### src/rtl/spi_flash_pkg.sv
package spi_flash_pkg;

	// Field widths on the SPI side
	localparam int SPI_OP_W = 8;
	localparam int SPI_ADDR_W = 24;
	localparam int SPI_DATA_W = 8;

	// Full outgoing frame, command then address then data byte
	localparam int TX_W = SPI_OP_W + SPI_ADDR_W + SPI_DATA_W;

	// Phase bit counter, sized for the 24-bit address phase
	localparam int BIT_CNT_W = 5;

	// clk cycles per sclk half period
	localparam int SCLK_HALF = 2;
	localparam int DIV_W = $clog2(SCLK_HALF) + 1;

	// Flash command bytes
	typedef enum logic [SPI_OP_W-1:0] {
		OP_PROG = 8'h02,
		OP_READ = 8'h03,
		OP_RDSR = 8'h05,
		OP_WREN = 8'h06
	} spi_op_e;

	// Shift engine phases
	typedef enum logic [2:0] {
		ST_IDLE,
		ST_CMD,
		ST_ADDR,
		ST_WDATA,
		ST_RDATA,
		ST_FINISH
	} shift_state_e;

endpackage

### src/rtl/spi_regs_pkg.sv
package spi_regs_pkg;

	// AXI4-Lite bus widths
	localparam int AXI_ADDR_W = 5;
	localparam int AXI_DATA_W = 32;

	// Register offsets
	// Writing CTRL with a legal opcode launches a transaction
	localparam logic [AXI_ADDR_W-1:0] REG_CTRL = 5'h00;
	localparam logic [AXI_ADDR_W-1:0] REG_ADDR = 5'h04;
	localparam logic [AXI_ADDR_W-1:0] REG_TXDATA = 5'h08;
	// Read-only
	localparam logic [AXI_ADDR_W-1:0] REG_RXDATA = 5'h0C;
	localparam logic [AXI_ADDR_W-1:0] REG_STATUS = 5'h10;

	// Response codes
	localparam logic [1:0] RESP_OKAY = 2'b00;
	localparam logic [1:0] RESP_SLVERR = 2'b10;

	// Status word layout
	localparam int STATUS_W = 2;
	localparam int STAT_BUSY = 0;
	localparam int STAT_DONE = 1;

endpackage

### src/rtl/spi_cmd_decode.sv
module spi_cmd_decode (
	input logic clk,
	input logic rst,
	// AXI4-Lite slave
	input logic [spi_regs_pkg::AXI_ADDR_W-1:0] awaddr,
	input logic awvalid,
	output logic awready,
	input logic [spi_regs_pkg::AXI_DATA_W-1:0] wdata,
	input logic wvalid,
	output logic wready,
	output logic [1:0] bresp,
	output logic bvalid,
	input logic bready,
	input logic [spi_regs_pkg::AXI_ADDR_W-1:0] araddr,
	input logic arvalid,
	output logic arready,
	output logic [spi_regs_pkg::AXI_DATA_W-1:0] rdata,
	output logic [1:0] rresp,
	output logic rvalid,
	input logic rready,
	// From engine and capture
	input logic busy,
	input logic [spi_flash_pkg::SPI_DATA_W-1:0] rx_data,
	input logic [spi_regs_pkg::STATUS_W-1:0] status,
	// Transaction request to the engine
	output logic start,
	output spi_flash_pkg::spi_op_e op_code,
	output logic has_addr,
	output logic has_wdata,
	output logic has_rdata,
	output logic [spi_flash_pkg::SPI_ADDR_W-1:0] addr,
	output logic [spi_flash_pkg::SPI_DATA_W-1:0] tx_data
);
	import spi_flash_pkg::*;
	import spi_regs_pkg::*;

	logic wr_acc;
	logic rd_acc;
	logic busy_any;
	logic op_legal;
	logic op_addr;
	logic op_wdata;
	logic op_rdata;
	logic wr_err;
	logic wr_go;
	logic [AXI_DATA_W-1:0] rd_word;
	logic rd_err;

	// AW and W taken together, only with no response outstanding
	assign wr_acc = awvalid & wvalid & ~bvalid;
	assign awready = wr_acc;
	assign wready = wr_acc;
	assign arready = ~rvalid;
	assign rd_acc = arvalid & ~rvalid;

	// A start still in flight counts as busy
	assign busy_any = busy | start;

	// Opcode to phase flags
	always_comb begin
		op_legal = 1'b1;
		op_addr = 1'b0;
		op_wdata = 1'b0;
		op_rdata = 1'b0;
		case (wdata[SPI_OP_W-1:0])
			OP_READ: begin
				op_addr = 1'b1;
				op_rdata = 1'b1;
			end
			OP_PROG: begin
				op_addr = 1'b1;
				op_wdata = 1'b1;
			end
			OP_RDSR: op_rdata = 1'b1;
			OP_WREN: op_legal = 1'b1;
			default: op_legal = 1'b0;
		endcase
	end

	// Write checks
	always_comb begin
		wr_go = 1'b0;
		case (awaddr)
			REG_CTRL: begin
				wr_err = busy_any | ~op_legal;
				wr_go = ~wr_err;
			end
			REG_ADDR, REG_TXDATA: wr_err = busy_any;
			// RO registers and holes
			default: wr_err = 1'b1;
		endcase
	end

	// Read mux
	always_comb begin
		rd_err = 1'b0;
		case (araddr)
			REG_CTRL: rd_word = AXI_DATA_W'(op_code);
			REG_ADDR: rd_word = AXI_DATA_W'(addr);
			REG_TXDATA: rd_word = AXI_DATA_W'(tx_data);
			REG_RXDATA: rd_word = AXI_DATA_W'(rx_data);
			REG_STATUS: rd_word = AXI_DATA_W'(status);
			default: begin
				rd_word = '0;
				rd_err = 1'b1;
			end
		endcase
	end

	always_ff @(posedge clk or posedge rst) begin
		if (rst) begin
			bvalid <= 1'b0;
			bresp <= RESP_OKAY;
			rvalid <= 1'b0;
			rresp <= RESP_OKAY;
			start <= 1'b0;
			op_code <= OP_READ;
			has_addr <= 1'b0;
			has_wdata <= 1'b0;
			has_rdata <= 1'b0;
		end else begin
			start <= 1'b0;
			if (wr_acc) begin
				bvalid <= 1'b1;
				bresp <= wr_err ? RESP_SLVERR : RESP_OKAY;
			end else if (bready) begin
				bvalid <= 1'b0;
			end
			// Flags stay put until the next accepted CTRL write
			if (wr_acc && wr_go) begin
				start <= 1'b1;
				op_code <= spi_op_e'(wdata[SPI_OP_W-1:0]);
				has_addr <= op_addr;
				has_wdata <= op_wdata;
				has_rdata <= op_rdata;
			end
			if (rd_acc) begin
				rvalid <= 1'b1;
				rresp <= rd_err ? RESP_SLVERR : RESP_OKAY;
			end else if (rready) begin
				rvalid <= 1'b0;
			end
		end
	end

	// Payload registers
	always_ff @(posedge clk) begin
		if (wr_acc && !wr_err && awaddr == REG_ADDR)
			addr <= wdata[SPI_ADDR_W-1:0];
		if (wr_acc && !wr_err && awaddr == REG_TXDATA)
			tx_data <= wdata[SPI_DATA_W-1:0];
		if (rd_acc)
			rdata <= rd_word;
	end

endmodule

### src/rtl/spi_shift_engine.sv
module spi_shift_engine (
	input logic clk,
	input logic rst,
	input logic start,
	input spi_flash_pkg::spi_op_e op_code,
	input logic has_addr,
	input logic has_wdata,
	input logic has_rdata,
	input logic [spi_flash_pkg::SPI_ADDR_W-1:0] addr,
	input logic [spi_flash_pkg::SPI_DATA_W-1:0] wdata,
	output logic busy,
	output logic done,
	output logic [spi_flash_pkg::SPI_DATA_W-1:0] rx_byte,
	// SPI mode 0
	output logic sclk,
	output logic ss,
	output logic mosi,
	input logic miso
);
	import spi_flash_pkg::*;

	shift_state_e state;
	shift_state_e next_phase;
	logic [DIV_W-1:0] div_cnt;
	logic [BIT_CNT_W-1:0] bit_cnt;
	logic [TX_W-1:0] tx_sr;
	logic half_end;
	logic rise;
	logic fall;

	// Divider only runs outside idle, so sclk rests low
	assign half_end = (div_cnt == DIV_W'(SCLK_HALF - 1));
	assign rise = half_end & ~sclk & busy;
	assign fall = half_end & sclk;

	assign busy = (state != ST_IDLE);
	// Frame MSB drives the line
	assign mosi = tx_sr[TX_W-1];

	// Phase after the current one ends
	always_comb begin
		next_phase = ST_FINISH;
		case (state)
			ST_CMD: begin
				if (has_addr)
					next_phase = ST_ADDR;
				else if (has_wdata)
					next_phase = ST_WDATA;
				else if (has_rdata)
					next_phase = ST_RDATA;
			end
			ST_ADDR: begin
				if (has_wdata)
					next_phase = ST_WDATA;
				else if (has_rdata)
					next_phase = ST_RDATA;
			end
			default: next_phase = ST_FINISH;
		endcase
	end

	always_ff @(posedge clk or posedge rst) begin
		if (rst) begin
			state <= ST_IDLE;
			div_cnt <= '0;
			bit_cnt <= '0;
			tx_sr <= '0;
			sclk <= 1'b0;
			ss <= 1'b1;
			done <= 1'b0;
		end else begin
			done <= 1'b0;
			if (state == ST_IDLE) begin
				if (start) begin
					state <= ST_CMD;
					ss <= 1'b0;
					div_cnt <= '0;
					bit_cnt <= BIT_CNT_W'(SPI_OP_W - 1);
					// Absent fields go out as zeros
					tx_sr <= {op_code, addr & {SPI_ADDR_W{has_addr}},
						wdata & {SPI_DATA_W{has_wdata}}};
				end
			end else begin
				div_cnt <= half_end ? '0 : div_cnt + 1'b1;
				if (half_end)
					sclk <= ~sclk;
				// Rising edge closes a bit
				if (rise) begin
					bit_cnt <= bit_cnt - 1'b1;
					if (bit_cnt == '0) begin
						state <= next_phase;
						if (next_phase == ST_ADDR)
							bit_cnt <= BIT_CNT_W'(SPI_ADDR_W - 1);
						else
							bit_cnt <= BIT_CNT_W'(SPI_DATA_W - 1);
					end
				end
				// Falling edge presents the next bit, or ends the frame
				if (fall) begin
					if (state == ST_FINISH) begin
						state <= ST_IDLE;
						ss <= 1'b1;
						done <= 1'b1;
						tx_sr <= '0;
					end else begin
						tx_sr <= {tx_sr[TX_W-2:0], 1'b0};
					end
				end
			end
		end
	end

	// miso taken on rising sclk during the read phase
	always_ff @(posedge clk) begin
		if (rise && state == ST_RDATA)
			rx_byte <= {rx_byte[SPI_DATA_W-2:0], miso};
	end

endmodule

### src/rtl/spi_rx_capture.sv
module spi_rx_capture (
	input logic clk,
	input logic rst,
	input logic start,
	input logic has_rdata,
	input logic busy,
	input logic done,
	input logic [spi_flash_pkg::SPI_DATA_W-1:0] rx_byte,
	output logic [spi_flash_pkg::SPI_DATA_W-1:0] rx_data,
	output logic [spi_regs_pkg::STATUS_W-1:0] status
);
	import spi_regs_pkg::*;

	// Set when the running transaction carries a read phase
	logic rd_phase;
	// Sticky completion flag
	logic done_bit;

	always_ff @(posedge clk or posedge rst) begin
		if (rst) begin
			rd_phase <= 1'b0;
			done_bit <= 1'b0;
			rx_data <= '0;
		end else begin
			if (start) begin
				rd_phase <= has_rdata;
				done_bit <= 1'b0;
			end else if (done) begin
				done_bit <= 1'b1;
				// Commands without a read phase keep the old byte
				if (rd_phase)
					rx_data <= rx_byte;
			end
		end
	end

	// Busy comes straight from the engine
	always_comb begin
		status = '0;
		status[STAT_BUSY] = busy;
		status[STAT_DONE] = done_bit;
	end

endmodule

### src/rtl/spi_flash_ctrl.sv
module spi_flash_ctrl (
	input logic clk,
	input logic rst,
	// AXI4-Lite slave
	input logic [spi_regs_pkg::AXI_ADDR_W-1:0] awaddr,
	input logic awvalid,
	output logic awready,
	input logic [spi_regs_pkg::AXI_DATA_W-1:0] wdata,
	input logic wvalid,
	output logic wready,
	output logic [1:0] bresp,
	output logic bvalid,
	input logic bready,
	input logic [spi_regs_pkg::AXI_ADDR_W-1:0] araddr,
	input logic arvalid,
	output logic arready,
	output logic [spi_regs_pkg::AXI_DATA_W-1:0] rdata,
	output logic [1:0] rresp,
	output logic rvalid,
	input logic rready,
	// Flash pins
	output logic sclk,
	output logic ss,
	output logic mosi,
	input logic miso
);
	import spi_flash_pkg::*;
	import spi_regs_pkg::*;

	// Decode to engine
	logic start;
	spi_op_e op_code;
	logic has_addr;
	logic has_wdata;
	logic has_rdata;
	logic [SPI_ADDR_W-1:0] spi_addr;
	logic [SPI_DATA_W-1:0] spi_wdata;
	// Engine and capture results
	logic busy;
	logic done;
	logic [SPI_DATA_W-1:0] rx_byte;
	logic [SPI_DATA_W-1:0] rx_data;
	logic [STATUS_W-1:0] status;

	spi_cmd_decode spi_cmd_decode_i (
		.clk(clk), .rst(rst),
		.awaddr(awaddr), .awvalid(awvalid), .awready(awready),
		.wdata(wdata), .wvalid(wvalid), .wready(wready),
		.bresp(bresp), .bvalid(bvalid), .bready(bready),
		.araddr(araddr), .arvalid(arvalid), .arready(arready),
		.rdata(rdata), .rresp(rresp), .rvalid(rvalid), .rready(rready),
		.busy(busy), .rx_data(rx_data), .status(status),
		.start(start), .op_code(op_code), .has_addr(has_addr),
		.has_wdata(has_wdata), .has_rdata(has_rdata),
		.addr(spi_addr), .tx_data(spi_wdata)
	);

	spi_shift_engine spi_shift_engine_i (
		.clk(clk), .rst(rst), .start(start), .op_code(op_code),
		.has_addr(has_addr), .has_wdata(has_wdata), .has_rdata(has_rdata),
		.addr(spi_addr), .wdata(spi_wdata),
		.busy(busy), .done(done), .rx_byte(rx_byte),
		.sclk(sclk), .ss(ss), .mosi(mosi), .miso(miso)
	);

	spi_rx_capture spi_rx_capture_i (
		.clk(clk), .rst(rst), .start(start), .has_rdata(has_rdata),
		.busy(busy), .done(done), .rx_byte(rx_byte),
		.rx_data(rx_data), .status(status)
	);

endmodule

### config.mk
export PLATFORM = sky130hd
export DESIGN_NAME = spi_flash_ctrl
export DESIGN_NICKNAME = d
export VERILOG_FILES = /design/src/rtl/spi_flash_pkg.sv /design/src/rtl/spi_regs_pkg.sv /design/src/rtl/spi_cmd_decode.sv /design/src/rtl/spi_shift_engine.sv /design/src/rtl/spi_rx_capture.sv /design/src/rtl/spi_flash_ctrl.sv
export SDC_FILE = /design/constraint.sdc
export NUM_CORES = 1
export LEC_CHECK = 0
export BUFFER_PORTS_ARGS = -buffer_cell sky130_fd_sc_hd__buf_2
export CORE_MARGIN = 8
export CORE_UTILIZATION = 61
export CTS_CLUSTER_SIZE = 10
export DETAILED_ROUTE_END_ITERATION = 7
export PLACE_DENSITY = 0.85
export RECOVER_POWER = 25
export SYNTH_ARGS = -nofsm -noshare
export SYNTH_HDL_FRONTEND = slang
export SYNTH_HIERARCHICAL = 1
export SYNTH_SLANG_ARGS = --single-unit
### constraint.sdc
create_clock -name clk -period 7.5 [get_ports clk]
set_input_delay 0.75 -clock clk [delete_from_list [all_inputs] [get_ports clk]]
set_output_delay 0.75 -clock clk [all_outputs]
set_load 0.1 [all_outputs]
==> results of run 1 <==
## state kept, by name, summed over array words and instances, names as in the netlist
signal / count
spi_cmd_decode_i/bresp: 1
spi_cmd_decode_i/has_rdata: 1
spi_cmd_decode_i/start: 1
spi_cmd_decode_i/has_addr: 1
spi_rx_capture_i/rd_phase: 1
spi_cmd_decode_i/op_code: 8
spi_shift_engine_i/bit_cnt: 5
spi_shift_engine_i/ss: 1
spi_cmd_decode_i/addr: 24
spi_cmd_decode_i/rresp: 1
spi_shift_engine_i/tx_sr: 40
spi_rx_capture_i/done_bit: 1
spi_cmd_decode_i/tx_data: 8
spi_shift_engine_i/rx_byte: 8
spi_shift_engine_i/div_cnt: 2
spi_shift_engine_i/done: 1
spi_shift_engine_i/state: 3
spi_rx_capture_i/rx_data: 8
spi_cmd_decode_i/has_wdata: 1
spi_shift_engine_i/sclk: 1
spi_cmd_decode_i/rvalid: 1
spi_cmd_decode_i/rdata: 24
spi_cmd_decode_i/bvalid: 1
## kinds of logic (layout without fill, tap and decap cells)
logic type	Yosys count	after routing	share of synthesized area, %
DFF	143	143	64.7
muxes	16	16	2.95
xor gates and xnor gates	3	3	0.436
AOI/OAI and AO/OA	117	117	13.1
buffers and inverters	55	126	4.96
and+or+nand+nor	153	153	13.6
other	1	10	0.0622
adders and majority gates	1	1	0.208
## power by group
part / total (mW) / switching, mW / internal (mW) / leakage, nW
sequential: 0.843 / 0.00639 / 0.836 / 1.67
clock: 0.843 / 0.300 / 0.543 / 0.294
combinational: 0.188 / 0.162 / 0.0261 / 1.07
## worst max path at each step
stage	startpoint	end	slack [ps]
2_1_floorplan	spi_cmd_decode_i/bvalid	spi_cmd_decode_i/addr[0]	3000
3_3_place_gp	awaddr[1]	spi_cmd_decode_i/op_code[2]	4870
3_5_place_dp	awaddr[1]	spi_cmd_decode_i/has_addr	4830
4_1_cts	spi_shift_engine_i/state[2]	spi_cmd_decode_i/has_addr	4870
5_1_grt	rst	spi_shift_engine_i/tx_sr[25]	3850
6_report	rst	spi_shift_engine_i/tx_sr[26]	4470
## metrics by stage
stage          hold slack, ps  instances  util, %  power, mW
2_1_floorplan             422        498        -       1.01
3_3_place_gp              427        670     66.4       1.04
3_5_place_dp              437        670     66.4       1.05
4_1_cts                   233        702     72.6       1.89
5_1_grt                   263        702     72.4       1.93
6_report                  242        702     72.4       1.87
## area by class of cell
type	count	area [sq um]	share of cell area, %
flip-flops and latches	143	3900	55.7
multi-input cells	300	1890	26.9
clock buffers	19	432	6.16
repair buffers	82	413	5.89
clock inverters	13	168	2.39
well taps	133	166	2.37
inverters	12	45.0	0.642
## cell usage in the layout (no fill, tap or decap), types with 5 or more instances in the layout
cell        n
nand2_1    32
clkbuf_1   11
buf_4       6
o21ai_0     6
nor3_1      5
edfxtp_1   64
clkbuf_16  16
conb_1     10
buf_2      66
a21oi_1    45
inv_1      11
a22oi_1    40
mux2_2     14
and2b_2     6
a222oi_1    6
nor2_1     55
and2_1     18
dfrtp_1    76
## worst max-delay path: cells and delay by family
family / cells / cell delay (ps)
buffers and inverters: 3 / 2200
## cell usage after synthesis, types with 2 or more instances
cell / number
edfxtp_1: 64
o2bb2ai_1: 3
xor2_1: 2
a222oi_1: 6
a31oi_1: 2
and2b_2: 6
clkbuf_1: 15
nor4_1: 2
a21o_1: 2
or4_1: 2
dfstp_2: 3
mux2_2: 14
buf_6: 4
nor2_1: 55
and3_1: 3
inv_1: 12
a22oi_1: 40
o31ai_1: 2
buf_2: 11
nor4b_1: 2
nand2_1: 32
nand3_1: 4
and2_1: 18
dfrtp_1: 76
nor4bb_1: 2
o21ai_0: 6
a221o_1: 2
a21oi_1: 45
mux2i_1: 2
nor3b_1: 5
nand2b_1: 3
buf_4: 13
nor3_1: 6
## layer usage
metal  wire length [microns]  GRT usage, %  vias to the layer above  part of all wire (%)
met5                       0             0                        -                     0
met4                     263          8.32                        0                   2.1
met3                     883          6.15                       24                   7.0
met2                    6450          32.8                      170                    51
met1                    4960          23.0                     1991                    40
li1                        -             -                     1894                     -
==> summary.md, run 1 <==
| Metric | Value |
|---|---|
| Status | finished, violations left |
| Failing checks | max-capacitance violations, max-slew violations |
| Max incr delay on CP | 2040 ps |
| Setup crit end kind | async pin |
| Syn. warnings | 6 |
| Final wirelength | 12600 microns |
| Leakage | 3.04 nW |
| Max Fclk | 330 MHz |
| Clock Sinks | 143 |
| GRT Util Overall | 19.6% |
| R2R Setup Slk | 4850 ps |
| Worst R2R Start | spi_shift_engine_i/state[0] |
| Max IR drop VDD | 0.000172 V |
| Tcrit/Tclk final | 40.4% |
| Dpl cell area | 0.00643 sq mm |
| Clk buf depth | 2 |
| Die X | 115 microns |
| Initial DRC Count | 305 |
| Post-synth top area share | 31.9% |
| Routed len/inst | 17.9 microns |
| IO Pins | 94 |
| Core Region | 0.00968 sq mm |
| N_diodes | 0 |
| Routed Antenna Nets | 0 |
| IO Port Bufs | 75 |
| HPWL Detailed | 8190 microns |
| Final Max Slew Viols | 54 |
| Critical path arrival | 3020 ps |
| Max_cap viols | 1 |
| CP most frequent cell | clkbuf_1 |
| Final Setup Violations | 0 |
| Unrepaired setup endpoints after global routing | false |
| Drt pass-1 iters | 5 |
| Min-Delay Path Class | in -> async |
| Worst-path clk slew | 60 ps |
| Slew at the pin with the worst max-slew slack | 2920 ps |
| Crit Path Max Fanout | 53 |
| Gpl congestion | 0.868 |
| Reg2reg end | spi_cmd_decode_i/has_addr |
| Post-DR vias/cell | 5.81 |
| Area leader, netlist | edfxtp_1 |
| Worst Reg2Reg Path Length in Cells | 6 |
| Hold-fix buffer count after cts | 0 |
| Vias in the first global route | 4033 |
| CP Class | in -> async |
| Synth unique cells | 58 |
| Worst-Skew Late Latency | 520 ps |
| Skew final | 5.85 ps |
| Row cnt | 36 |
| Tmin final | 3030 ps |
| Crit-path cells | clkbuf_1 > clkinv_1 > clkbuf_1 |
| Fillers | 646 |
| Top cells by area, synth | edfxtp_1 (32%), dfrtp_1 (32%), a22oi_1 (5.0%), a21oi_1 (3.7%), nor2_1 (3.4%) |
| CTS tree | built |
| NumNets Final | 607 |
| Via count | 4079 |
| WP data required | 7480 ps |
| Post-route setup slack | 4470 ps |
| Netlist Area Pre-Place | 0.00603 sq mm |
| Total grt overflow | 0 |
| Share of cells above drive strength 1 | 23.4% |
| Post-CTS Resized | 0 |
| Antenna violations before repair | 0 |
| Setup Buffers After CTS | 0 |
| Main synth FF type | dfrtp_1 |
| First-pass GRT wire length | 19800 microns |
| Setup TNS | 0 ps |
| Rel. slew slack | -94.5% |
| P&R area growth vs syn | 16.3% |
| Largest net degree at the start of global routing | 81 |
| Starting Density | 62.2% |
| Synth Area per Inst | 12.3 sq um |
| FF+latch count, synth | 143 |
| Pre-CTS setup slack | 4830 ps |
| FFs w/ async S/R, synth | 55.2% |
| Total die area | 0.0133 sq mm |
| Sequential area share after synthesis | 64.7% |
| Die Ht | 115 microns |
| Syn Inst Count | 489 |
| Drc violations | 0 |
| CP Launch Type | input pin |
| Clock buffer count from CTS | 17 |
| Post-synth EDFFs | 64 |
| Worst path slowest cell | clkbuf_1 |
| H-tree Lvls | 4 |
| Clock Tree Root | clkbuf_8 |
| PD cells | 267 mW/mm^2 |
| Final Hold Fails | 0 |
| Cell area after layout | 0.00701 sq mm |
Note: power is estimated with default switching activity, not from simulation.
==> inputs of run 2 (changes only) <==
- CORE_UTILIZATION: 61 -> 56
- PLACE_DENSITY: 0.85 -> 0.79
- clock period: 7.5 -> 3.2 ns (I/O delays scaled with it)
==> run 2 against run 1 <==
Effect of this change: the flow now finishes without violations; worst setup slack got worse by 3900 ps; hold slack worse by 170 ps; via count is 3.8% higher; sequential share of layout area fell by 1.4 points; combinational power up 150%; utilization down 4.8 points; power up 130%; sequential cell count is the same; count of clock-buffer cells in the layout unchanged; wire length rose by 10%; global-route usage grew 0.29 points.
==> summary.md, run 2 (synthesis results as in run 1) <==
| Metric | Value |
|---|---|
| Worst-Skew Late Latency | 530 ps |
| H-tree Lvls | 4 |
| Total grt overflow | 0 |
| P&R area growth vs syn | 19.4% |
| Min-Delay Startpoint | bready |
| PD cells | 600 mW/mm^2 |
| IO Pins | 94 |
| WP data required | 3610 ps |
| Drt pass-1 iters | 8 |
| Min-Delay Path Class | in -> reg |
| Final Max Slew Viols | 0 |
| Comb pwr share | 10.8% |
| Final wirelength | 13800 microns |
| Max IR drop VDD | 0.000442 V |
| Clock Sinks | 143 |
| Tmin final | 2680 ps |
| Critical path startpoint | spi_shift_engine_i/state[0] |
| Most common cell after layout, fill and taps aside | dfrtp_1 |
| Core Region | 0.0107 sq mm |
| Largest register FFs | 40 |
| Worst path slowest cell | nor4_4 |
| Hold-fix buffer count after cts | 19 |
| Clk buf depth | 2 |
| Die X | 120 microns |
| Routed len/inst | 19.0 microns |
| Commonest cells after routing, fill and taps aside | dfrtp_1 (76), buf_2 (65), edfxtp_1 (64), nor2_1 (55), a21oi_1 (45) |
| NumNets Final | 628 |
| Unrepaired setup endpoints after global routing | false |
| Total die area | 0.0143 sq mm |
| CP Class | reg -> reg |
| Max incr delay on CP | 510 ps |
| Max_cap viols | 0 |
| Setup Buffers After CTS | 0 |
| Via count | 4235 |
| Clock buffer count from CTS | 17 |
| Tcrit/Tclk final | 83.7% |
| Sw Ratio | 26.6% |
| Gpl congestion | 0.850 |
| GRT Util Overall | 19.9% |
| Power Internal | 3.17 mW |
| Largest Register | spi_shift_engine_i/tx_sr |
| Top Registers | spi_shift_engine_i/tx_sr: 40 flops, spi_cmd_decode_i/addr: 24 flops, spi_cmd_decode_i/rdata: 24 flops |
| Worst R2R Start | spi_shift_engine_i/state[0] |
| Worst-path clk slew | 60 ps |
| Power Total | 4.31 mW |
| Drc violations | 0 |
| Leakage | 3.07 nW |
| Clock Tree Root | clkbuf_8 |
| CP Launch Type | register |
| Setup TNS | 0 ps |
| Fillers | 766 |
| Psw | 1.15 mW |
| Setup crit end kind | register |
| Largest net degree at the start of global routing | 81 |
| Top Family by Delay on Critical Path | simple AND/OR/NAND/NOR gates |
| CTS tree | built |
| Vias in the first global route | 4348 |
| Post-DR vias/cell | 5.80 |
| Critical path arrival | 3090 ps |
| N_diodes | 0 |
| Row cnt | 38 |
| Die Ht | 120 microns |
| Max Fclk | 373 MHz |
| Antenna violations before repair | 0 |
| Starting Density | 56.6% |
| Final Setup Violations | 0 |
| Rel. slew slack | 22.5% |
| Final Hold Fails | 0 |
| Share of cells above drive strength 1 | 23.2% |
| HPWL Detailed | 8840 microns |
| Buf/Inv on CP | 1 |
| Clock Power Share | 43.4% |
| IO Port Bufs | 75 |
| Skew final | 6.66 ps |
| Crit Path Max Fanout | 9 |
| Crit-path cells | nor3_2 > inv_1 > or4_4 > or2_4 > nor4_4 > mux2_2 |
| Post-CTS Resized | 0 |
| Flop pwr share | 45.8% |
| Status | completed |
| Initial DRC Count | 390 |
| Slew at the pin with the worst max-slew slack | 1160 ps |
| First-pass GRT wire length | 22100 microns |
| Routed Antenna Nets | 0 |
==> run 2: worst paths after layout <==
path / endpoint / slack, ps / cells after the start
max in group asynchronous: spi_shift_engine_i/tx_sr[19] / 1790 / 3
setup reg to reg: spi_cmd_decode_i/op_code[2] / 520 / 6
setup / recovery: spi_cmd_decode_i/op_code[2] / 520 / 6
min in group asynchronous: spi_rx_capture_i/rx_data[1] / 370 / 3
hold reg to reg: spi_shift_engine_i/rx_byte[3] / 460 / 0
hold / removal: spi_cmd_decode_i/bvalid / 70 / 3
==> run 2: cell type report <==
cell class / count / area, sq um / share of cell area, %
repair buffers: 103 / 623 / 8.66
clock buffers: 19 / 432 / 6.00
multi-input cells: 300 / 1880 / 26.1
clock inverters: 13 / 140 / 1.95
well taps: 140 / 175 / 2.43
flip-flops and latches: 143 / 3900 / 54.2
inverters: 12 / 45.0 / 0.626
==> run 2: worst reg2reg max path, delay by kind of cell, from the launching register on <==
kind,cells,cell delay (ps)
AND/OR/NAND/NOR,4,1500
flip-flops,1,500
multiplexers,1,400
buffers and inverters,1,170
==> run 2: routing by layer <==
metal  up-vias  GRT usage, %  routed length, microns
met5         -             0                       0
li1       1930             -                       -
met4         0          7.34                     235
met2       172          33.7                    7180
met1      2108          23.3                    5550
met3        25          6.48                     875
==> run 2: through the flow <==
| stage | std cells | instance area (sq um) | hold WS [ps] | utilization (%) | setup WS (ps) |
|---|---|---|---|---|---|
| finish | 730 | 7200 | 67.0 | 67.6 | 522 |
| global route | 730 | 7200 | 49.1 | 67.6 | 393 |
| CTS | 729 | 7210 | 5.08 | 67.7 | 528 |
| detailed placement | 678 | 6450 | 356 | 60.6 | 548 |
| global placement | 678 | 6450 | 340 | 60.6 | 669 |
| floorplan | 498 | 6070 | 160 | - | 292 |
==> run 2: power groups by stage <==
stage                     registers, mW  logic [mW]  clock network [mW]
after floorplan                    2.21       0.164                   0
after global placement             2.01       0.441                   0
after detailed placement           2.01       0.447                   0
after CTS                          1.97       0.467                1.90
after global routing               1.98       0.486                1.98
final                              1.97       0.466                1.87
